File: config.mk
export PLATFORM = sky130hd
export DESIGN_NAME = vgaTiming
export DESIGN_NICKNAME = d
export VERILOG_FILES = /design/src/hdl/vgaPkg.sv /design/src/hdl/vgaTiming.sv
export VERILOG_INCLUDE_DIRS = /design/src /design/src/include
export SDC_FILE = /design/constraint.sdc
export NUM_CORES = 1
export LEC_CHECK = 0
export ABC_AREA = 1
export ABC_CLOCK_PERIOD_IN_PS = 3800
export BUFFER_PORTS_ARGS = -buffer_cell sky130_fd_sc_hd__buf_2
export CORE_MARGIN = 4
export CORE_UTILIZATION = 57
export CTS_CLUSTER_DIAMETER = 30
export DETAILED_ROUTE_END_ITERATION = 8
export HOLD_SLACK_MARGIN = 0.15
export PLACE_DENSITY = 0.9
export SYNTH_ARGS = -nofsm -noshare
export SYNTH_HDL_FRONTEND = slang
export SYNTH_SLANG_ARGS = --single-unit
File: constraint.sdc
create_clock -name clk -period 3.8 [get_ports clk]
set_clock_uncertainty 0.05 [all_clocks]
set_input_delay 0.57 -clock clk [delete_from_list [all_inputs] [get_ports clk]]
set_output_delay 0.57 -clock clk [all_outputs]
set_load 0.01 [all_outputs]
File: src/include/vga_consts.svh
`ifndef VGA_CONSTS_SVH
`define VGA_CONSTS_SVH

// Bus widths and control word layout
`define VGA_BUS_WIDTH      32
`define VGA_CTRL_WIDTH     8
`define VGA_CTRL_WRITE_BIT 1

// Horizontal timing in pixel clocks, 640x480 at 60 Hz
`define VGA_H_ACTIVE 640
`define VGA_H_FRONT  16
`define VGA_H_SYNC   96
`define VGA_H_BACK   48
`define VGA_H_TOTAL  800

// Vertical timing in lines
`define VGA_V_ACTIVE 480
`define VGA_V_FRONT  10
`define VGA_V_SYNC   2
`define VGA_V_BACK   33
`define VGA_V_TOTAL  525

// Framebuffer geometry, one byte per stored pixel
`define VGA_FB_WIDTH  160
`define VGA_FB_HEIGHT 120
`define VGA_FB_DEPTH  19200

// Bus word layout: address above, RGB332 pixel in the low byte
`define VGA_ADDR_LSB 8
`define VGA_ADDR_MSB 22

`endif

File: src/hdl/vgaPkg.sv
`default_nettype none

package vgaPkg;

    `include "vga_consts.svh"

    // Bus side words
    typedef logic [`VGA_BUS_WIDTH-1:0] busWord_t;
    typedef logic [`VGA_CTRL_WIDTH-1:0] busCtrl_t;

    // Framebuffer address field, bits 22 down to 8 of the bus word
    typedef logic [`VGA_ADDR_MSB-`VGA_ADDR_LSB:0] fbAddr_t;

    // RGB332 pixel, the bits below the address field
    typedef logic [`VGA_ADDR_LSB-1:0] pixel_t;

    // Screen counters and coordinates, up to 799
    typedef logic [9:0] screenCoord_t;

    // Bus slave sequence, read states dropped
    typedef enum logic [1:0] {
        Idle,
        WriteWait,
        WriteData,
        Finish
    } slaveState_t;

endpackage

`default_nettype wire

File: src/hdl/vgaTiming.sv
`timescale 1ns/1ps
`default_nettype none

`include "vga_consts.svh"

module vgaTiming
    import vgaPkg::*;
(
    input  logic         clk,
    input  logic         arstN,
    output screenCoord_t pixelX,
    output screenCoord_t pixelY,
    output logic         hsyncRaw,
    output logic         vsyncRaw,
    output logic         activeRaw
);

    // Sync pulse boundaries, counted from the start of the active area
    localparam int HSyncStart = `VGA_H_ACTIVE + `VGA_H_FRONT;
    localparam int HSyncEnd   = HSyncStart + `VGA_H_SYNC;
    localparam int VSyncStart = `VGA_V_ACTIVE + `VGA_V_FRONT;
    localparam int VSyncEnd   = VSyncStart + `VGA_V_SYNC;

    localparam screenCoord_t HLast = screenCoord_t'(`VGA_H_TOTAL - 1);
    localparam screenCoord_t VLast = screenCoord_t'(`VGA_V_TOTAL - 1);

    screenCoord_t hCount;
    screenCoord_t vCount;

    logic lineEnd;

    assign lineEnd = (hCount == HLast);

    // Horizontal counter, one pixel per clock with no stalls
    always_ff @(posedge clk or negedge arstN) begin
        if (!arstN) begin
            hCount <= '0;
        end else if (lineEnd) begin
            hCount <= '0;
        end else begin
            hCount <= hCount + 1'b1;
        end
    end

    // Vertical counter steps once per line
    always_ff @(posedge clk or negedge arstN) begin
        if (!arstN) begin
            vCount <= '0;
        end else if (lineEnd) begin
            if (vCount == VLast) begin
                vCount <= '0;
            end else begin
                vCount <= vCount + 1'b1;
            end
        end
    end

    // Both syncs are active low
    assign hsyncRaw = !((hCount >= HSyncStart) && (hCount < HSyncEnd));
    assign vsyncRaw = !((vCount >= VSyncStart) && (vCount < VSyncEnd));

    assign activeRaw = (hCount < `VGA_H_ACTIVE) && (vCount < `VGA_V_ACTIVE);

    assign pixelX = hCount;
    assign pixelY = vCount;

    // Counters never leave the frame
    assert property (@(posedge clk) disable iff (!arstN)
        (hCount < `VGA_H_TOTAL) && (vCount < `VGA_V_TOTAL))
        else $error("timing counter out of range");

endmodule

`default_nettype wire

### Word-level counts from Yosys, hierarchy flattened

Index checks and enable logic that the tools add are counted.

* bits in registers: 20
* output and inout port bits: 23
* logic and storage cells: 19

* add/sub/neg operators: 2
* $lt $le $gt $ge: 6
* equal/unequal tests: 2
* multiplexer cells: 2
* reductions and logical operators: 5

Operators by type and width (number)
* 10-bit by 1-bit adder with 10-bit output (second input constant): 2
* 10-bit equality test (second input constant): 2
* 10-bit < comparator (second input constant): 2
* 10-bit by 9-bit < comparator with 1-bit output (second input constant): 2
* 10-bit 2-to-1 mux: 2
* 10-bit >= comparator (second input constant): 1
* 10-bit by 9-bit >= comparator with 1-bit output (second input constant): 1
* 1-bit logical AND: 3
* 1-bit zero test: 2

### Longest topological paths before layout

Gate-level depths: netlist of run 1.

* depth after elaboration: 3
* depth in mapped cells: 9
* gate-level depth less buffers: 8

### Worst setup path after synthesis of run 1

No wires, ideal clock.

* path type: register to output
* start: reg hCount[5] (netlist: pixelX[5])
* end: out hsyncRaw
* arrival time: 993 ps
* data required time: 3180 ps
* setup slack: 2187 ps
* cell stages (with the launch flop): 3
* buffers on the path: 0
* cell sequence: dfrtp_1 > or2_2 > o211ai_1

* word-level cells in the longest chain between the ends: 3
* elaborated cells between the ends (all ways): 4
* those cells by class: order compare (2); reduce/logical (2)

Ends and longest elaborated chain
* start, declared: RTL line vgaTiming.sv:27 `screenCoord_t hCount;`
* start signal, assigned: RTL line vgaTiming.sv:41 `hCount <= hCount + 1'b1;`
* 10-bit >= comparator / 10-bit < comparator (equally long branches): RTL line vgaTiming.sv:59 `assign hsyncRaw = !((hCount >= HSyncStart) && (hCount < HSyncEnd));`
* 1-bit logical AND *: RTL line vgaTiming.sv:59
* 1-bit zero test *: RTL line vgaTiming.sv:59
* end, declared: RTL line vgaTiming.sv:13 `output logic hsyncRaw,`

Every way passes the cells marked *; elsewhere a longest branch is shown, timed or not.

### Final worst setup path of run 1

* start: reg vCount[5] (netlist: pixelY[5])
* end: out vsyncRaw

* word-level cells in the longest chain between the ends: 3
* elaborated cells between the ends (all ways): 4
* those cells by class: order compare (2); reduce/logical (2)

Ends and longest elaborated chain
* start, declared: RTL line vgaTiming.sv:28 `screenCoord_t vCount;`
* start signal, assigned: RTL line vgaTiming.sv:53 `vCount <= vCount + 1'b1;`
* 10-bit by 9-bit >= comparator with 1-bit output / 10-bit by 9-bit < comparator with 1-bit output (equally long branches): RTL line vgaTiming.sv:60 `assign vsyncRaw = !((vCount >= VSyncStart) && (vCount < VSyncEnd));`
* 1-bit logical AND *: RTL line vgaTiming.sv:60
* 1-bit zero test *: RTL line vgaTiming.sv:60
* end, declared: RTL line vgaTiming.sv:14 `output logic vsyncRaw,`

Marks and branches as above.

==> results of run 1 <==
[logic make-up after synthesis]
group                      after synthesis  synth area share [%]
buffers and inverters                   21                  7.82
xor gates and xnor gates                 9                  6.75
AOI/OAI and AO/OA                       11                  5.57
DFF                                     20                  42.9
and+or+nand+nor                         84                  32.7
adders and majority gates                4                  4.29
[final cells by class]
type	count	area, um2
Fill cell	175	628
Sequential cell	20	500
Clock buffer	4	36.3
Timing Repair Buffer	24	120
Multi-Input combinational cell	108	576
Inverter	18	67.6
Tap cell	27	33.8
[sequential cells by signal (all words and copies together) (netlist names)]
name,count
pixelX,10
pixelY,10
[routing by layer]
| metal | up-vias | GRT usage (%) |
|---|---|---|
| li1 | 525 | - |
| met1 | 497 | 22.3 |
| met3 | 15 | 5.07 |
| met2 | 50 | 33.1 |
| met5 | - | 0 |
| met4 | 0 | 9.36 |
[where the power goes]
group | switching [mW] | internal, mW
Combinational | 0.00394 | 0.000370
Sequential | 0 | 0.213
Clock | 0.0681 | 0.0585
[placed cells by master (no fill, tap or decap)]
cell type	Yosys	final
nand2_1	37	37
buf_2	1	24
dfrtp_1	20	20
nor2_1	18	18
inv_1	17	17
nor3_1	8	8
xor2_1	8	8
nand3_1	8	8
nand4_1	6	6
ha_1	4	4
o21ai_0	3	3
or2_2	3	3
o21ai_1	3	3
clkbuf_4	0	3
nor2_4	2	2
a21oi_1	2	2
o21ai_2	2	2
nand2_2	1	1
nand3_2	1	1
o211ai_1	1	1
inv_2	1	1
xnor2_1	1	1
clkbuf_8	0	1
[path summary, 6_finish.rpt]
path / cells after the start / slack, ns / end / from
max: 4 / 1.76 / vsyncRaw / pixelY[5]
min: 1 / 0.14 / pixelX[6] / arstN
max reg2reg: 8 / 1.96 / pixelY[3] / pixelX[0]
min reg2reg: 2 / 0.52 / pixelY[9] / pixelY[9]
max in group asynchronous: 1 / 3.26 / pixelX[2] / arstN
min in group clk: 2 / 0.52 / pixelY[9] / pixelY[9]
==> results_dict.tcl, run 1 <==
set metrics [dict create \
    fp.dieH_um 53.3 \
    post_cts_buffers 0 \
    slowest_delay_ns 0.47 \
    path_cells "nand2_1 > nor2_1 > nand4_1 > buf_2" \
    syn_inst 149 \
    overflow 0 \
    grt_first_pass_wirelength_um 4010 \
    yosys-top-cells-count "37 x nand2_1, 20 x dfrtp_1, 18 x nor2_1" \
    yosys_warnings 0 \
    highest_layer "met4" \
    wl_met2_um 1220 \
    route.detailed.wl_per_inst_um 12.7 \
    rsz0062_at_grt "false" \
    async_flop_share_pct 100 \
    ys_seq_area_share_pct 42.9 \
    worst_slack_ns 1.76 \
    cts_buffer_depth 2 \
    worstPathRequired_ns 3.18 \
    dr_wl_met3_um 171 \
    clk_latency_ns 0.30 \
    cp_max_fo 6 \
    drtIter0Drc 35 \
    cts_resized 0 \
    syn_area_um2 1170 \
    final_cells 201 \
    yosys-top-cells-area "dfrtp_1 43%, nand2_1 12%, xor2_1 6.0%, nor2_1 5.8%, inv_1 5.5%" \
    synthToLayoutAreaGrowth_pct 14.3 \
    yosysMostFrequentCell "nand2_1" \
    worst_hold_slack_ns 0.140 \
    ir_worst_vdd_v 0.000227 \
    cp-end-kind "output pin" \
    drtPass1Iterations 5 \
    synth_nets 155 \
    cts.clk_slew.worst_paths_ns 0.12 \
    crit_arrival_ns 1.42 \
    vias 1087 \
    die_w_um 53.3 \
    finalPower_mw 0.344 \
    hold_path_class "in -> async" \
    grt_pass1_vias 962 \
    gp_congestion 0.842 \
    grt_util_all_layers_pct 19.5 \
    hold_viol 0 \
    htree_levels 1 \
    route.detailed.drc 0 \
    layout.nets 181 \
    start_util_pct 59.5 \
    portBuffers 24 \
    drv_cap 0 \
    slew_headroom_pct 70.7 \
    cts_tree "done" \
    final_cell_area_um2 1330 \
    powerDensity_nw_per_um2 258 \
    syn_area_per_cell_um2 7.83 \
    setup_tns_ns 0 \
    ctsRootBufferMaster "clkbuf_4" \
    synth-seq-cells 20 \
    dp_cells 197 \
    vias_per_cell 5.41 \
    coreArea_um2 1960 \
    place_hpwl_um 1870 \
    cp-start-kind "flop" \
    wl_um 2560 \
    setup_viol 0 \
    place_area_um2 1300 \
    std_cell_rows 16 \
    cts.sinks 20 \
    finalCritPeriodShare_pct 53.8 \
    cellLeakagePower_nw 0.695 \
    worst_slew_pin_slew_ns 0.436 \
    synth_edf_count 0 \
    place_ws_ns 2.01 \
    drive_above_1_share_pct 21.8 \
    drv_slew 0 \
    max_freq_mhz 489 \
    ctsHoldBuffers 0 \
    cts_buffers 3 \
    io_pins 25 \
    final_util_pct 68.0 \
    grt_max_degree 21 \
    yosysTopAreaCell "dfrtp_1" \
    status "finished clean" \
    wl_met1_um 1100 \
    drtAntennaViolNets 0 \
    synth-main-ff-cell "dfrtp_1" \
    synth_top_area_share_pct 42.9 \
    diodes 0 \
    critical_path.top_delay_family "simple AND/OR/NAND/NOR gates" \
    die-area_um2 2840 \
    fin_crit_ns 2.04 \
    critical_path_class "reg -> out" \
    critPathBufInv 1 \
    yosysUniqueCellTypes 23 \
    antenna_found_initial 0 \
    critPathSlowestCell "dfrtp_1" \
]
Note: power is estimated with default switching activity, not from simulation.
==> run 2, diff against run 1 <==
--- a/config.mk
+++ b/config.mk
@@ -6,15 +6,15 @@
 export SDC_FILE = /design/constraint.sdc
 export NUM_CORES = 1
 export LEC_CHECK = 0
-export ABC_AREA = 1
-export ABC_CLOCK_PERIOD_IN_PS = 3800
+export ABC_AREA = 0
+export ABC_CLOCK_PERIOD_IN_PS = 1850
 export BUFFER_PORTS_ARGS = -buffer_cell sky130_fd_sc_hd__buf_2
 export CORE_MARGIN = 4
-export CORE_UTILIZATION = 57
+export CORE_UTILIZATION = 47
 export CTS_CLUSTER_DIAMETER = 30
 export DETAILED_ROUTE_END_ITERATION = 8
 export HOLD_SLACK_MARGIN = 0.15
-export PLACE_DENSITY = 0.9
+export PLACE_DENSITY = 0.81
 export SYNTH_ARGS = -nofsm -noshare
 export SYNTH_HDL_FRONTEND = slang
 export SYNTH_SLANG_ARGS = --single-unit
==> constraint.sdc (replaced) <==
create_clock -name clk -period 1.85 [get_ports clk]
set_clock_uncertainty 0.05 [all_clocks]
set_input_delay 0.2775 -clock clk [delete_from_list [all_inputs] [get_ports clk]]
set_output_delay 0.2775 -clock clk [all_outputs]
set_load 0.01 [all_outputs]
==> results_dict.tcl, run 2 <==
set metrics [dict create \
    status "finished clean" \
    std_cell_rows 17 \
    htree_levels 1 \
    coreArea_um2 2230 \
    cellLeakagePower_nw 0.666 \
    ff2ff_path_depth 5 \
    hold_path_class "in -> async" \
    yosys_warnings 0 \
    reg2reg_to "pixelY[4]" \
    rsz0062_at_grt "false" \
    layout.nets 157 \
    yosysMostFrequentCell "dfrtp_1" \
    grtUsageMet1_pct 20.4 \
    io_pins 25 \
    ctsRootBufferMaster "clkbuf_4" \
    finalPower_mw 0.650 \
    worstPathRequired_ns 2.04 \
    vias_per_cell 5.40 \
    place_area_um2 1290 \
    drtIter0Drc 40 \
    reg2reg_from "pixelX[0]" \
    cp_max_fo 7 \
    cts_tree "done" \
    cts.sinks 20 \
    critPathBufInv 0 \
    grt_max_degree 21 \
    fin_crit_ns 1.73 \
    wl_um 2450 \
    portBuffers 24 \
    ys_seq_area_share_pct 45.4 \
    synth_nets 124 \
    diodes 0 \
    drtAntennaViolNets 0 \
    slew_headroom_pct 69.9 \
    max_freq_mhz 577 \
    layout_commonest_cell "buf_2" \
    syn_area_um2 1100 \
    yosys-top-cells-area "dfrtp_1 45%, nand3_1 5.4%, nand2_1 4.8%, xor2_1 4.8%, ha_1 4.5%" \
    grt_pass1_vias 923 \
    drv_cap 0 \
    syn_area_per_cell_um2 9.35 \
    route.detailed.drc 0 \
    final_util_pct 59.7 \
    gp_congestion 0.801 \
    drv_slew 0 \
    syn_inst 118 \
    mostFrequentLayoutCells "24 x buf_2, 20 x dfrtp_1, 14 x nand2_1" \
    setup_viol 0 \
    route.detailed.wl_per_inst_um 13.8 \
    nFillCells 194 \
    cp-end-kind "flop" \
    grt-busiest-layer "met2" \
    cts_buffer_depth 2 \
    worst_slew_pin_slew_ns 0.452 \
    slowest_delay_ns 0.50 \
    ff2ff_setup_slack_ns 0.12 \
    yosysTopAreaCell "dfrtp_1" \
    final_cell_area_um2 1330 \
    drive_above_1_share_pct 26.8 \
    setup_tns_ns 0 \
    grt_first_pass_wirelength_um 4140 \
    cts_buffers 3 \
    synth-main-ff-cell "dfrtp_1" \
    path_cells "ha_1 > and4_2 > nand4_4 > or4b_1 > nand2_1" \
    ir_worst_vdd_v 0.000388 \
    met2_usage_pct 27.1 \
    critical_path.top_delay_family "simple AND/OR/NAND/NOR gates" \
    synth_top_area_share_pct 45.4 \
    die_w_um 56.5 \
    critical_path_class "reg -> reg" \
    yosys-top-cells-count "20 x dfrtp_1, 14 x nand2_1, 12 x nand3_1" \
    critPathSlowestCell "or4b_1" \
    die-area_um2 3190 \
    vias 956 \
    start_util_pct 49.4 \
    async_flop_share_pct 100 \
    clk_latency_ns 0.29 \
    crit_arrival_ns 1.92 \
    synth_edf_count 0 \
    yosysUniqueCellTypes 31 \
    grt_util_all_layers_pct 16.1 \
    cts.clk_slew.worst_paths_ns 0.11 \
    drtPass1Iterations 4 \
    antenna_found_initial 0 \
    overflow 0 \
    fp.dieH_um 56.5 \
    post_cts_buffers 0 \
    grt_use_met3_pct 1.61 \
    powerDensity_nw_per_um2 488 \
    synthToLayoutAreaGrowth_pct 20.7 \
    finalCritPeriodShare_pct 93.6 \
    hold_viol 0 \
    synth-seq-cells 20 \
    cp-start-kind "flop" \
    place_hpwl_um 1850 \
]
## run 2: cell types whose count changed after synthesis, moves of 4 or more
cell     previous run  this run
and3_1              0         4
inv_1              17         7
nor3_1              8         4
nor2_1             18         9
nand2_1            37        14
nand3_1             8        12
## run 2: layout make-up
cell class / count / area [um2] / area share, %
clock buffer: 3 / 22.5 / 1.69
inverter: 7 / 26.3 / 1.97
multi-input combinational: 86 / 558 / 41.9
sequential: 20 / 500 / 37.6
tap: 28 / 35.0 / 2.63
timing repair buffer: 33 / 190 / 14.3
## run 2: worst max path at each step
stage	from	end	slack, ns	depth (start not counted)
floorplan	pixelX[0]	pixelY[4]	0.09	6
global placement	pixelX[0]	pixelY[4]	0.16	5
detailed placement	pixelX[0]	pixelY[8]	0.07	5
CTS	pixelX[0]	pixelY[8]	0.03	5
global route	pixelX[0]	pixelY[4]	0.02	5
finish	pixelX[0]	pixelY[4]	0.12	5
## run 2: worst reg2reg max path: cells and delay by family (launching register included)
| family | cells | cell delay [ns] |
|---|---|---|
| flops | 1 | 0.37 |
| simple gates | 4 | 1.04 |
| fa+ha+maj | 1 | 0.21 |
## run 2: metrics by stage
stage	worst slack [ns]	hold slack, ns	std cells
2_1_floorplan	0.0913	-0.0681	118
3_3_place_gp	0.161	0.196	173
3_5_place_dp	0.0737	0.198	173
4_1_cts	0.0342	0.408	177
5_1_grt	0.0206	0.423	177
6_report	0.118	0.389	177
## run 2: layer usage
layer	routed length, um	vias up
li1	-	472
met1	1040	440
met2	1250	39
met3	111	5
met4	39	0
met5	0	-
## run 2: kinds of logic after synthesis
group | after synthesis | share of synthesized area (%)
muxes | 1 | 0.907
buffers and inverters | 12 | 4.65
DFF | 20 | 45.4
and+or+nand+nor | 59 | 30.4
adders and majority gates | 4 | 4.54
xor gates and xnor gates | 10 | 7.94
AOI/OAI and AO/OA | 12 | 6.24
## run 2: power by group
part	switching, mW	internal (mW)
sequential	0	0.437
clock	0.127	0.0758
combinational	0.00839	0.00212
total	0.135	0.515
## run 2: repair_timing
action,in CTS,in global routing
endpoints found under the hold margin,20,0
hold buffers,1,0
resized for setup,0,2
setup endpoints to repair,0,3
