<file path="src/include/vga_consts.svh">
`ifndef VGA_CONSTS_SVH
`define VGA_CONSTS_SVH

// Bus widths and control word layout
`define VGA_BUS_WIDTH      32
`define VGA_CTRL_WIDTH     8
`define VGA_CTRL_WRITE_BIT 1

// Horizontal timing in pixel clocks, 640x480 at 60 Hz
`define VGA_H_ACTIVE 640
`define VGA_H_FRONT  16
`define VGA_H_SYNC   96
`define VGA_H_BACK   48
`define VGA_H_TOTAL  800

// Vertical timing in lines
`define VGA_V_ACTIVE 480
`define VGA_V_FRONT  10
`define VGA_V_SYNC   2
`define VGA_V_BACK   33
`define VGA_V_TOTAL  525

// Framebuffer geometry, one byte per stored pixel
`define VGA_FB_WIDTH  160
`define VGA_FB_HEIGHT 120
`define VGA_FB_DEPTH  19200

// Bus word layout: address above, RGB332 pixel in the low byte
`define VGA_ADDR_LSB 8
`define VGA_ADDR_MSB 22

`endif

</file>
<file path="src/hdl/vgaPkg.sv">
`default_nettype none

package vgaPkg;

    `include "vga_consts.svh"

    // Bus side words
    typedef logic [`VGA_BUS_WIDTH-1:0] busWord_t;
    typedef logic [`VGA_CTRL_WIDTH-1:0] busCtrl_t;

    // Framebuffer address field, bits 22 down to 8 of the bus word
    typedef logic [`VGA_ADDR_MSB-`VGA_ADDR_LSB:0] fbAddr_t;

    // RGB332 pixel, the bits below the address field
    typedef logic [`VGA_ADDR_LSB-1:0] pixel_t;

    // Screen counters and coordinates, up to 799
    typedef logic [9:0] screenCoord_t;

    // Bus slave sequence, read states dropped
    typedef enum logic [1:0] {
        Idle,
        WriteWait,
        WriteData,
        Finish
    } slaveState_t;

endpackage

`default_nettype wire

</file>
<file path="src/hdl/vgaSlaveInterface.sv">
`timescale 1ns/1ps
`default_nettype none

`include "vga_consts.svh"

module vgaSlaveInterface
    import vgaPkg::*;
(
    input  logic     clk,
    input  logic     arstN,
    input  busWord_t busIn,
    input  busCtrl_t ctrlIn,
    input  logic     ack,
    output logic     dataWe,
    output fbAddr_t  wrAddr,
    output pixel_t   wrPixel
);

    slaveState_t state;
    slaveState_t nextState;

    logic writeReq;
    logic startWrite;

    // Write bit of the control word, only looked at while ack is high
    assign writeReq = ctrlIn[`VGA_CTRL_WRITE_BIT];

    // A transfer starts only from Idle, so a long ack cannot retrigger
    assign startWrite = (state == Idle) && ack && writeReq;

    always_ff @(posedge clk or negedge arstN) begin
        if (!arstN) begin
            state <= Idle;
        end else begin
            state <= nextState;
        end
    end

    // Next state decode
    always_comb begin
        nextState = state;
        case (state)
            Idle: begin
                // Ack without the write bit is accepted and dropped here
                if (startWrite) begin
                    nextState = WriteWait;
                end
            end
            WriteWait: begin
                nextState = WriteData;
            end
            WriteData: begin
                nextState = Finish;
            end
            Finish: begin
                // Hold until the master releases ack
                if (!ack) begin
                    nextState = Idle;
                end
            end
            default: begin
                nextState = Idle;
            end
        endcase
    end

    // Address and pixel latched when leaving Idle, stable through WriteData
    always_ff @(posedge clk) begin
        if (startWrite) begin
            wrAddr  <= busIn[`VGA_ADDR_MSB:`VGA_ADDR_LSB];
            wrPixel <= busIn[`VGA_ADDR_LSB-1:0];
        end
    end

    // One-cycle write strobe
    assign dataWe = (state == WriteData);

    // One strobe per transfer, even with ack held high
    assert property (@(posedge clk) disable iff (!arstN)
        dataWe |=> !dataWe)
        else $error("dataWe high for two consecutive cycles");

    // Finish is left as soon as ack drops
    assert property (@(posedge clk) disable iff (!arstN)
        (state == Finish) && !ack |=> (state == Idle))
        else $error("slave did not return to Idle after ack dropped");

endmodule

`default_nettype wire

</file>
<file path="config.mk">
export PLATFORM = sky130hd
export DESIGN_NAME = vgaSlaveInterface
export DESIGN_NICKNAME = d
export VERILOG_FILES = /design/src/hdl/vgaPkg.sv /design/src/hdl/vgaSlaveInterface.sv
export VERILOG_INCLUDE_DIRS = /design/src /design/src/include
export SDC_FILE = /design/constraint.sdc
export NUM_CORES = 1
export LEC_CHECK = 0
export BUFFER_PORTS_ARGS = -buffer_cell sky130_fd_sc_hd__buf_2
export CORE_UTILIZATION = 40
export CTS_BUF_LIST = sky130_fd_sc_hd__clkbuf_2 sky130_fd_sc_hd__clkbuf_4 sky130_fd_sc_hd__clkbuf_8
export CTS_CLUSTER_SIZE = 30
export DETAILED_ROUTE_END_ITERATION = 10
export HOLD_SLACK_MARGIN = 0.1
export PLACE_DENSITY = 0.84
export RECOVER_POWER = 50
export SYNTH_ARGS = -nofsm -noshare
export SYNTH_HDL_FRONTEND = slang
export SYNTH_SLANG_ARGS = --single-unit
</file>
<file path="constraint.sdc">
create_clock -name clk -period 4.05 [get_ports clk]
set_clock_uncertainty 0.05 [all_clocks]
set_input_delay 0.81 -clock clk [delete_from_list [all_inputs] [get_ports clk]]
set_output_delay 0.81 -clock clk [all_outputs]
set_load 0.05 [all_outputs]
</file>
Yosys cells after proc, flatten, opt, wreduce, memory -nomap -nowiden
Cells that the tools add are included.
{"block": "classes", "n_eq_ne": 5, "muxes": 3, "reduce_logical": 4}
{"op": "$pmux W2 S4", "n": 1}
{"op": "$eq A2 B2 Y1 const B", "n": 2}
{"op": "$mux W2", "n": 2}
{"op": "$ne A2 B2 Y1 const B", "n": 2}
{"op": "$eq A2 B1 Y1 const B", "n": 1}
{"op": "$logic_and A1 B1 Y1", "n": 2}
{"op": "$logic_not A2 Y1", "n": 1}
{"op": "$reduce_and A2 Y1", "n": 1}
{"block": "totals", "register_bits": 25, "inputBits": 43, "output_inout_bits": 24, "word_cells": 15}

Depth between registers and ports, before layout
Gate-level depths: netlist of the first run.
{"block": "depth", "word_depth": 5, "mapped_depth": 5, "mapped_depth_nobuf": 5}

Worst setup path before layout of the first run
OpenSTA, ideal clock, no wires.
{"block": "synth_timing", "kind": "register to output", "startpoint": "register state[0]", "endpoint": "output dataWe", "t_arrival_ns": 0.939, "required_ns": 3.190, "path_slack_ns": 2.251, "path_stages_with_launch": 3, "path_buffers": 0, "path_cell_list": "dfrtp_1 -> inv_1 -> ha_1"}
{"block": "synth_between", "elab_chain_len": 1}
{"element": "start, declared", "line": "vgaSlaveInterface.sv:19", "rtl": "slaveState_t state;"}
{"element": "start signal, assigned", "line": "vgaSlaveInterface.sv:33", "rtl": "state <= Idle;"}
{"element": "start signal, assigned", "line": "vgaSlaveInterface.sv:35", "rtl": "state <= nextState;"}
{"element": "$eq A2 B2 Y1", "line": "vgaSlaveInterface.sv:76", "rtl": "assign dataWe = (state == WriteData);"}
{"element": "end, declared", "line": "vgaSlaveInterface.sv:14", "rtl": "output logic dataWe,"}
Every way passes these cells.

Final worst setup path of the first run
Ends and elaborated chain as after synthesis.

==> results of run 1 <==
-- worst max-delay path, cell delays in order, from the launching register on --
cell and delay (ps):
dfrtp_1 400, inv_1 120, ha_1 180, buf_2 260
-- flip-flops by register name, indices dropped and copies added, names as in the netlist --
name and cells:
state 2, wrAddr 15, wrPixel 8
-- logic make-up (layout without fill, tap and decap cells) --
kind of cell | Yosys count | in the layout | synth area share (%)
flops | 25 | 25 | 87.1
fa+ha+maj | 4 | 4 | 5.88
compound gates | 2 | 2 | 1.91
mux | 2 | 2 | 2.94
simple gates | 2 | 2 | 1.32
buf+inv | 2 | 56 | 0.883
-- stage by stage --
step / instance area (sq um) / setup WS, ps
floorplan: 851 / 2250
global placement: 1130 / 2200
detailed placement: 1130 / 2180
CTS: 1160 / 1910
global route: 1160 / 1840
finish: 1160 / 1930
-- cells in the mapped netlist, drive strengths merged --
cell    count
a21boi      1
a21oi       1
and3        1
dfrtp       2
edfxtp     23
ha          4
inv         2
mux2        1
mux2i       1
nor2        1
-- power by group --
| part | leakage (nW) | switching [mW] | internal, mW |
|---|---|---|---|
| Combinational | 0.263 | 0.139 | 0.0639 |
| Clock | 0.0184 | 0.0623 | 0.0450 |
| Sequential | 0.233 | 0.0122 | 0.320 |
| Total | 0.514 | 0.214 | 0.429 |
-- area by class of cell --
type	count	area [sq um]
repair buffers	50	249
fillers	171	823
clock buffers	4	30.0
flip-flops and latches	25	741
inverters	2	7.51
well taps	27	33.8
multi-input cells	10	97.6
-- worst paths after layout --
| check | endpoint | slack [ps] | depth (start not counted) |
|---|---|---|---|
| setup / recovery | dataWe | 1930 | 3 |
| max in group asynchronous | state[1] | 3610 | 1 |
| min in group clk | state[1] | 550 | 1 |
| setup reg to reg | wrAddr[13] | 2160 | 3 |
| hold reg to reg | state[1] | 550 | 1 |
| hold / removal | state[0] | 220 | 1 |
-- per-layer routing --
layer / global-route usage [%] / vias up / part of all wire, %
met4: 3.33 / 0 / 0
met5: 0 / - / 0
met2: 20.3 / 35 / 52
li1: - / 246 / -
met1: 9.66 / 230 / 39
met3: 3.33 / 0 / 9.4
==> results.sh, run 1 <==
export IMPL_track_usage_pct=10.2
export IMPL_cts_buffers_inserted=3
export IMPL_synth_top_area_share_pct=81.2
export IMPL_critPathCaptureType="output port"
export IMPL_antenna_cells=0
export IMPL_whs_ps=219
export IMPL_finalHoldViolations=0
export IMPL_grt_pass1_wl_um=1570
export IMPL_antenna_found_initial=0
export IMPL_areaGrowthSynthToFinish_pct=36.2
export IMPL_crit_required_ps=3190
export IMPL_fp_row_count=16
export IMPL_dp_cells=114
export IMPL_ys_warn_count=0
export IMPL_drc_errors=0
export IMPL_rsz0062_at_grt="false"
export IMPL_worst_slew_margin_rel_pct=36.7
export IMPL_syn_area_sq_um=851
export IMPL_dr_pass1_iters=1
export IMPL_clockRootBuffer="clkbuf_4"
export IMPL_syn_nets=84
export IMPL_outcome="finished clean"
export IMPL_setup_viol=0
export IMPL_post_cts_buffers=0
export IMPL_grt_max_degree=24
export IMPL_layout_common_cells="49 x buf_2, 23 x edfxtp_1, 4 x ha_1, 4 x clkbuf_4"
export IMPL_p_total_mw=0.642
export IMPL_totalWireLength_um=1280
export IMPL_num_vias=511
export IMPL_die_area_sq_um=2320
export IMPL_stdcell_count=118
export IMPL_synth_seq_cells=25
export IMPL_fp_dieH_um=48.1
export IMPL_cellPowerDensity_nw_per_um2=555
export IMPL_cts_repair_resized=0
export IMPL_hp_class="in -> async"
export IMPL_worstSkewPairLatency_ps=290
export IMPL_cp_startpoint="state[0]"
export IMPL_ant_nets=0
export IMPL_tritoncts="done"
export IMPL_grt_pass1_vias=417
export IMPL_max_cap_violations=0
export IMPL_fin_crit_ps=2120
export IMPL_htreeDepth=1
export IMPL_peakVddDrop_mv=0.274
export IMPL_fin_crit_sh_pct=52.3
export IMPL_final_util_pct=58.5
export IMPL_path_class="reg -> out"
export IMPL_viasPerCell=4.33
export IMPL_drtIter0Drc=0
export IMPL_tightest_slew_ps=949
export IMPL_drive_above_1_share_pct=59.3
export IMPL_mostFrequentLayoutCell="buf_2"
export IMPL_avgSynthCellArea_sq_um=23.0
export IMPL_dieWidth_um=48.1
export IMPL_syn_inst=37
export IMPL_cts_hold_fix_buffers=0
export IMPL_wire_per_inst_um=10.8
export IMPL_finalWeightedCongestion=0.569
export IMPL_cts_clk_slew_worst_paths_ps=120
export IMPL_synth_area_top_cells="edfxtp_1 81%, dfrtp_1 5.9%, ha_1 5.9%"
export IMPL_synth_distinct_cells=10
export IMPL_crit_arrival_ps=1260
export IMPL_clk_path_buf_depth=2
export IMPL_grt_overflow=0
export IMPL_r2r_start="state[0]"
export IMPL_ioPinCount=67
export IMPL_coreArea_sq_um=1980
export IMPL_finalSetupTns_ps=0
export IMPL_path_max_fanout=4
export IMPL_slew_viol_final=0
export IMPL_nets=139
export IMPL_initial_core_util_pct=42.9
export IMPL_timing_fmax_ghz=0.473
export IMPL_synth_top_cell_by_area="edfxtp_1"
export IMPL_p_leak_nw=0.514
export IMPL_start_kind="flop"
export IMPL_port_buffer_count=50
export IMPL_dp_final_hpwl_um=1050
export IMPL_cts_sinks=25
export IMPL_synth_seq_area_share_pct=87.1
Note: power is estimated with default switching activity, not from simulation.
==> run 2: changes to the inputs <==
--- a/config.mk
+++ b/config.mk
@@ -6,13 +6,14 @@
 export SDC_FILE = /design/constraint.sdc
 export NUM_CORES = 1
 export LEC_CHECK = 0
+export ABC_AREA = 1
 export BUFFER_PORTS_ARGS = -buffer_cell sky130_fd_sc_hd__buf_2
-export CORE_UTILIZATION = 40
+export CORE_UTILIZATION = 36
 export CTS_BUF_LIST = sky130_fd_sc_hd__clkbuf_2 sky130_fd_sc_hd__clkbuf_4 sky130_fd_sc_hd__clkbuf_8
 export CTS_CLUSTER_SIZE = 30
 export DETAILED_ROUTE_END_ITERATION = 10
 export HOLD_SLACK_MARGIN = 0.1
-export PLACE_DENSITY = 0.84
+export PLACE_DENSITY = 0.8
 export RECOVER_POWER = 50
 export SYNTH_ARGS = -nofsm -noshare
 export SYNTH_HDL_FRONTEND = slang
==> constraint.sdc (replaced) <==
create_clock -name clk -period 1.8 [get_ports clk]
set_clock_uncertainty 0.05 [all_clocks]
set_input_delay 0.36 -clock clk [delete_from_list [all_inputs] [get_ports clk]]
set_output_delay 0.36 -clock clk [all_outputs]
set_load 0.05 [all_outputs]
==> results.sh, run 2 <==
export IMPL_start_kind="flop"
export IMPL_swShare_pct=35.9
export IMPL_port_buffer_count=50
export IMPL_synth_top_area_share_pct=80.3
export IMPL_p_comb_share_pct=33.1
export IMPL_yosysMostFrequentCell="edfxtp_1"
export IMPL_cts_clk_slew_worst_paths_ps=120
export IMPL_wire_per_inst_um=10.5
export IMPL_synth_seq_cells=25
export IMPL_fill_cells=217
export IMPL_grt_overflow=0
export IMPL_clk_path_buf_depth=2
export IMPL_syn_inst=43
export IMPL_coreArea_sq_um=2230
export IMPL_avgSynthCellArea_sq_um=20.0
export IMPL_synth_distinct_cells=9
export IMPL_timing_fmax_ghz=0.604
export IMPL_nets=147
export IMPL_cts_sinks=25
export IMPL_finalWeightedCongestion=0.686
export IMPL_p_leak_nw=0.510
export IMPL_slew_viol_final=0
export IMPL_finalSetupTns_ps=0
export IMPL_antenna_found_initial=0
export IMPL_post_cts_buffers=0
export IMPL_fp_dieH_um=50.9
export IMPL_p_switching_mw=0.528
export IMPL_areaGrowthSynthToFinish_pct=37.4
export IMPL_syn_nets=90
export IMPL_ant_nets=0
export IMPL_dp_cells=122
export IMPL_worst_slew_margin_rel_pct=60.3
export IMPL_grt_pass1_wl_um=1920
export IMPL_ys_warn_count=0
export IMPL_synthArstFlopShare_pct=8.00
export IMPL_crit_arrival_ps=1250
export IMPL_dr_pass1_iters=3
export IMPL_cts_hold_fix_buffers=1
export IMPL_fp_row_count=17
export IMPL_worst_r2r_cell_count=5
export IMPL_clkPwrFrac_pct=15.5
export IMPL_tightest_slew_ps=598
export IMPL_synth_edff_count=23
export IMPL_regToRegEndpoint="wrPixel[6]"
export IMPL_die_area_sq_um=2590
export IMPL_setup_viol=0
export IMPL_r2r_start="state[0]"
export IMPL_rsz0062_at_grt="false"
export IMPL_path_max_fanout=3
export IMPL_cp_startpoint="state[0]"
export IMPL_mostFrequentLayoutCell="buf_2"
export IMPL_r2r_slack_ps=410
export IMPL_grt_pass1_vias=507
export IMPL_stdcell_count=127
export IMPL_path_class="reg -> out"
export IMPL_worstSkewPairLatency_ps=300
export IMPL_htreeDepth=1
export IMPL_endpoint="dataWe"
export IMPL_design_area_sq_um=1180
export IMPL_synth_seq_area_share_pct=86.2
export IMPL_drc_errors=0
export IMPL_totalWireLength_um=1330
export IMPL_cts_repair_resized=0
export IMPL_p_int_mw=0.943
export IMPL_outcome="finished clean"
export IMPL_crit_required_ps=1390
export IMPL_final_util_pct=52.9
export IMPL_hp_class="in -> reg"
export IMPL_viasPerCell=4.24
export IMPL_ys_top_cells_by_count="23 x edfxtp_1, 5 x nand2_1, 4 x ha_1"
export IMPL_drive_above_1_share_pct=45.5
export IMPL_grt_max_degree=24
export IMPL_dieWidth_um=50.9
export IMPL_cts_buffers_inserted=3
export IMPL_drtIter0Drc=4
export IMPL_antenna_cells=0
export IMPL_track_usage_pct=10.7
export IMPL_max_cap_violations=0
export IMPL_dpl_cell_area_sq_um=1160
export IMPL_syn_area_sq_um=860
export IMPL_ioPinCount=67
export IMPL_tritoncts="done"
export IMPL_peakVddDrop_mv=0.890
export IMPL_synth_flop_cell="edfxtp_1"
export IMPL_largest_reg_flops=15
export IMPL_num_vias=538
export IMPL_whs_ps=173
export IMPL_layout_common_cells="39 x buf_2, 23 x edfxtp_1, 11 x clkbuf_1, 6 x nand2_1, 4 x ha_1"
export IMPL_fin_crit_sh_pct=92.0
export IMPL_cellPowerDensity_nw_per_um2=1250
export IMPL_synth_area_top_cells="edfxtp_1 80%, dfrtp_1 5.8%, ha_1 5.8%"
export IMPL_finalHoldViolations=0
export IMPL_critPathCaptureType="output port"
export IMPL_regMostFlops="wrAddr"
export IMPL_seqPwrFrac_pct=51.5
export IMPL_synth_top_cell_by_area="edfxtp_1"
export IMPL_initial_core_util_pct=38.5
export IMPL_fin_crit_ps=1660
export IMPL_top_regs="wrAddr: 15 flops, wrPixel: 8 flops, state: 2 flops"
export IMPL_clockRootBuffer="clkbuf_4"
[run 2: area by class of cell]
class	instances	area, sq um	area share (%)
clock buffer	3	22.5	1.91
clock inverter	1	5.00	0.424
inverter	3	11.3	0.953
multi-input combinational	15	100	8.47
sequential	25	741	62.7
tap	28	35.0	2.97
timing repair buffer	52	267	22.6
[run 2: kinds of logic after synthesis]
kind of cell	synth area share (%)
and+or+nand+nor	6.70
buffers and inverters	1.31
DFF	86.2
adders and majority gates	5.82
[run 2: power groups by stage]
stage               sequential, mW  clock [mW]  combinational [mW]
detailed placement           0.773           0               0.511
floorplan                    0.938           0               0.216
global route                 0.765       0.264               0.534
CTS                          0.759       0.242               0.514
global placement             0.768           0               0.498
finish                       0.757       0.227               0.487
[run 2: worst min-delay path by stage]
stage	end	start	slack [ps]	cells after the start
after floorplan	state[0]	arstN	10	0
after global placement	state[1]	arstN	90	1
after detailed placement	state[1]	arstN	100	1
after CTS	wrPixel[5]	busIn[5]	160	1
after global routing	wrAddr[12]	busIn[20]	140	1
final	wrPixel[5]	busIn[5]	170	1
[run 2: per-stage QoR]
step / power [mW] / worst slack, ps
after global routing: 1.56 / 50.3
after detailed placement: 1.28 / 392
after CTS: 1.51 / 116
after global placement: 1.27 / 415
after floorplan: 1.15 / 160
final: 1.47 / 144
[run 2: critical path, cell delays in order (launching register included)]
cell and delay [ps]:
dfrtp_1 420, inv_1 110, ha_1 160, buf_2 260
[run 2: routing by layer]
metal  up-vias  share of wire, %  wire [um]  global-route usage [%]
li1        265                 -          -                       -
met1       247                33        432                    8.60
met2        26                55        729                    20.0
met3         0                13        167                    5.95
met4         0                 0          0                    5.56
met5         -                 0          0                       0
==> run 3: changes to the inputs <==
--- a/config.mk
+++ b/config.mk
@@ -6,7 +6,6 @@
 export SDC_FILE = /design/constraint.sdc
 export NUM_CORES = 1
 export LEC_CHECK = 0
-export ABC_AREA = 1
 export BUFFER_PORTS_ARGS = -buffer_cell sky130_fd_sc_hd__buf_2
 export CORE_UTILIZATION = 36
 export CTS_BUF_LIST = sky130_fd_sc_hd__clkbuf_2 sky130_fd_sc_hd__clkbuf_4 sky130_fd_sc_hd__clkbuf_8
==> results.sh, run 3 (synthesis results as in run 1) <==
export IMPL_wire_per_inst_um=11.2
export IMPL_viasPerCell=4.28
export IMPL_path_class="reg -> out"
export IMPL_critPathCaptureType="output port"
export IMPL_totalWireLength_um=1360
export IMPL_coreArea_sq_um=2210
export IMPL_top_regs="wrAddr: 15 flops, wrPixel: 8 flops, state: 2 flops"
export IMPL_dp_final_hpwl_um=1050
export IMPL_timing_fmax_ghz=0.595
export IMPL_grt_max_degree=24
export IMPL_fill_cells=211
export IMPL_tightest_slew_ps=617
export IMPL_crit_required_ps=1390
export IMPL_worstSkewPairLatency_ps=300
export IMPL_slowest_stage="dfrtp_1"
export IMPL_track_usage_pct=11.1
export IMPL_setup_slack_ps=118
export IMPL_whs_ps=175
export IMPL_fin_crit_sh_pct=93.4
export IMPL_antenna_cells=0
export IMPL_hp_class="in -> reg"
export IMPL_antenna_found_initial=0
export IMPL_path_max_fanout=4
export IMPL_rsz0062_at_grt="false"
export IMPL_outcome="finished clean"
export IMPL_initial_core_util_pct=38.5
export IMPL_p_leak_nw=0.495
export IMPL_cts_buffers_inserted=3
export IMPL_die_area_sq_um=2560
export IMPL_cellPowerDensity_nw_per_um2=1250
export IMPL_finalSetupTns_ps=0
export IMPL_largest_reg_flops=15
export IMPL_max_cap_violations=0
export IMPL_mostFrequentLayoutCell="buf_2"
export IMPL_finalHoldViolations=0
export IMPL_peakVddDrop_mv=0.815
export IMPL_ant_nets=0
export IMPL_r2r_slack_ps=360
export IMPL_grt_pass1_wl_um=1990
export IMPL_htreeDepth=1
export IMPL_drive_above_1_share_pct=48.4
export IMPL_tritoncts="done"
export IMPL_cts_sinks=25
export IMPL_grt_pass1_vias=480
export IMPL_fp_dieH_um=50.6
export IMPL_cpPeakStageDelay_ps=400
export IMPL_clk_path_buf_depth=2
export IMPL_crit_arrival_ps=1270
export IMPL_drc_errors=0
export IMPL_areaGrowthSynthToFinish_pct=38.7
export IMPL_nets=141
export IMPL_ioPinCount=67
export IMPL_dpl_cell_area_sq_um=1160
export IMPL_dieWidth_um=50.6
export IMPL_clockRootBuffer="clkbuf_4"
export IMPL_slew_viol_final=0
export IMPL_port_buffer_count=50
export IMPL_cts_clk_slew_worst_paths_ps=120
export IMPL_fp_row_count=17
export IMPL_design_area_sq_um=1180
export IMPL_regMostFlops="wrAddr"
export IMPL_fin_crit_ps=1680
export IMPL_start_kind="flop"
export IMPL_setup_viol=0
export IMPL_layout_common_cells="37 x buf_2, 23 x edfxtp_1, 13 x clkbuf_1, 4 x ha_1, 4 x clkbuf_4"
export IMPL_worstPathCellList="inv_1 > ha_1 > buf_2"
export IMPL_drtIter0Drc=2
export IMPL_finalWeightedCongestion=0.597
export IMPL_num_vias=518
export IMPL_place_ws_ps=375
export IMPL_grt_overflow=0
export IMPL_dr_pass1_iters=4
export IMPL_worst_slew_margin_rel_pct=59.0
## run 3: path summary, 6_finish.rpt
check                                from        end  depth (start not counted)
min in group asynchronous           arstN   state[1]                          2
worst min register to register   state[1]   state[1]                          1
worst max-delay path             state[0]     dataWe                          3
max in group asynchronous           arstN   state[0]                          2
worst min-delay path            busIn[15]  wrAddr[7]                          1
worst max register to register   state[1]   state[1]                          5
## run 3: where the power goes
part / switching, mW / internal [mW] / leakage [nW]
Sequential: 0.0272 / 0.718 / 0.233
Combinational: 0.324 / 0.158 / 0.244
Clock: 0.146 / 0.101 / 0.0184
Total: 0.497 / 0.977 / 0.495
## run 3: per-stage QoR
| step | util, % | instances | power, mW |
|---|---|---|---|
| floorplan | - | 37 | 1.13 |
| global placement | 52.3 | 116 | 1.22 |
| detailed placement | 52.3 | 116 | 1.25 |
| CTS | 54.1 | 121 | 1.50 |
| global route | 53.3 | 121 | 1.56 |
| finish | 53.3 | 121 | 1.47 |
## run 3: cell type report
| cell class | instances | area, sq um | share of cell area [%] |
|---|---|---|---|
| flip-flops and latches | 25 | 741 | 62.8 |
| repair buffers | 52 | 264 | 22.4 |
| multi-input cells | 10 | 103 | 8.70 |
| well taps | 28 | 35.0 | 2.97 |
| clock buffers | 4 | 30.0 | 2.55 |
| inverters | 2 | 7.51 | 0.636 |
## run 3: critical path, delay by kind of cell (launching register included)
family     cells  cell delay (ps)
fa+ha+maj      1              190
flops          1              400
buf+inv        2              380
## run 3: repair_timing
item,CTS,global route
setup endpoints to repair,0,0
hold buffers,1,0
hold endpoints to repair,2,0
buffers inserted,0,0
resized for setup,0,0
## run 3: per-layer routing
| metal | routed length [um] | part of all wire [%] | GRT usage [%] |
|---|---|---|---|
| met4 | 4 | 0.29 | 5.56 |
| met2 | 737 | 54 | 19.6 |
| met5 | 0 | 0 | 0 |
| met3 | 131 | 9.6 | 3.64 |
| met1 | 488 | 36 | 11.6 |
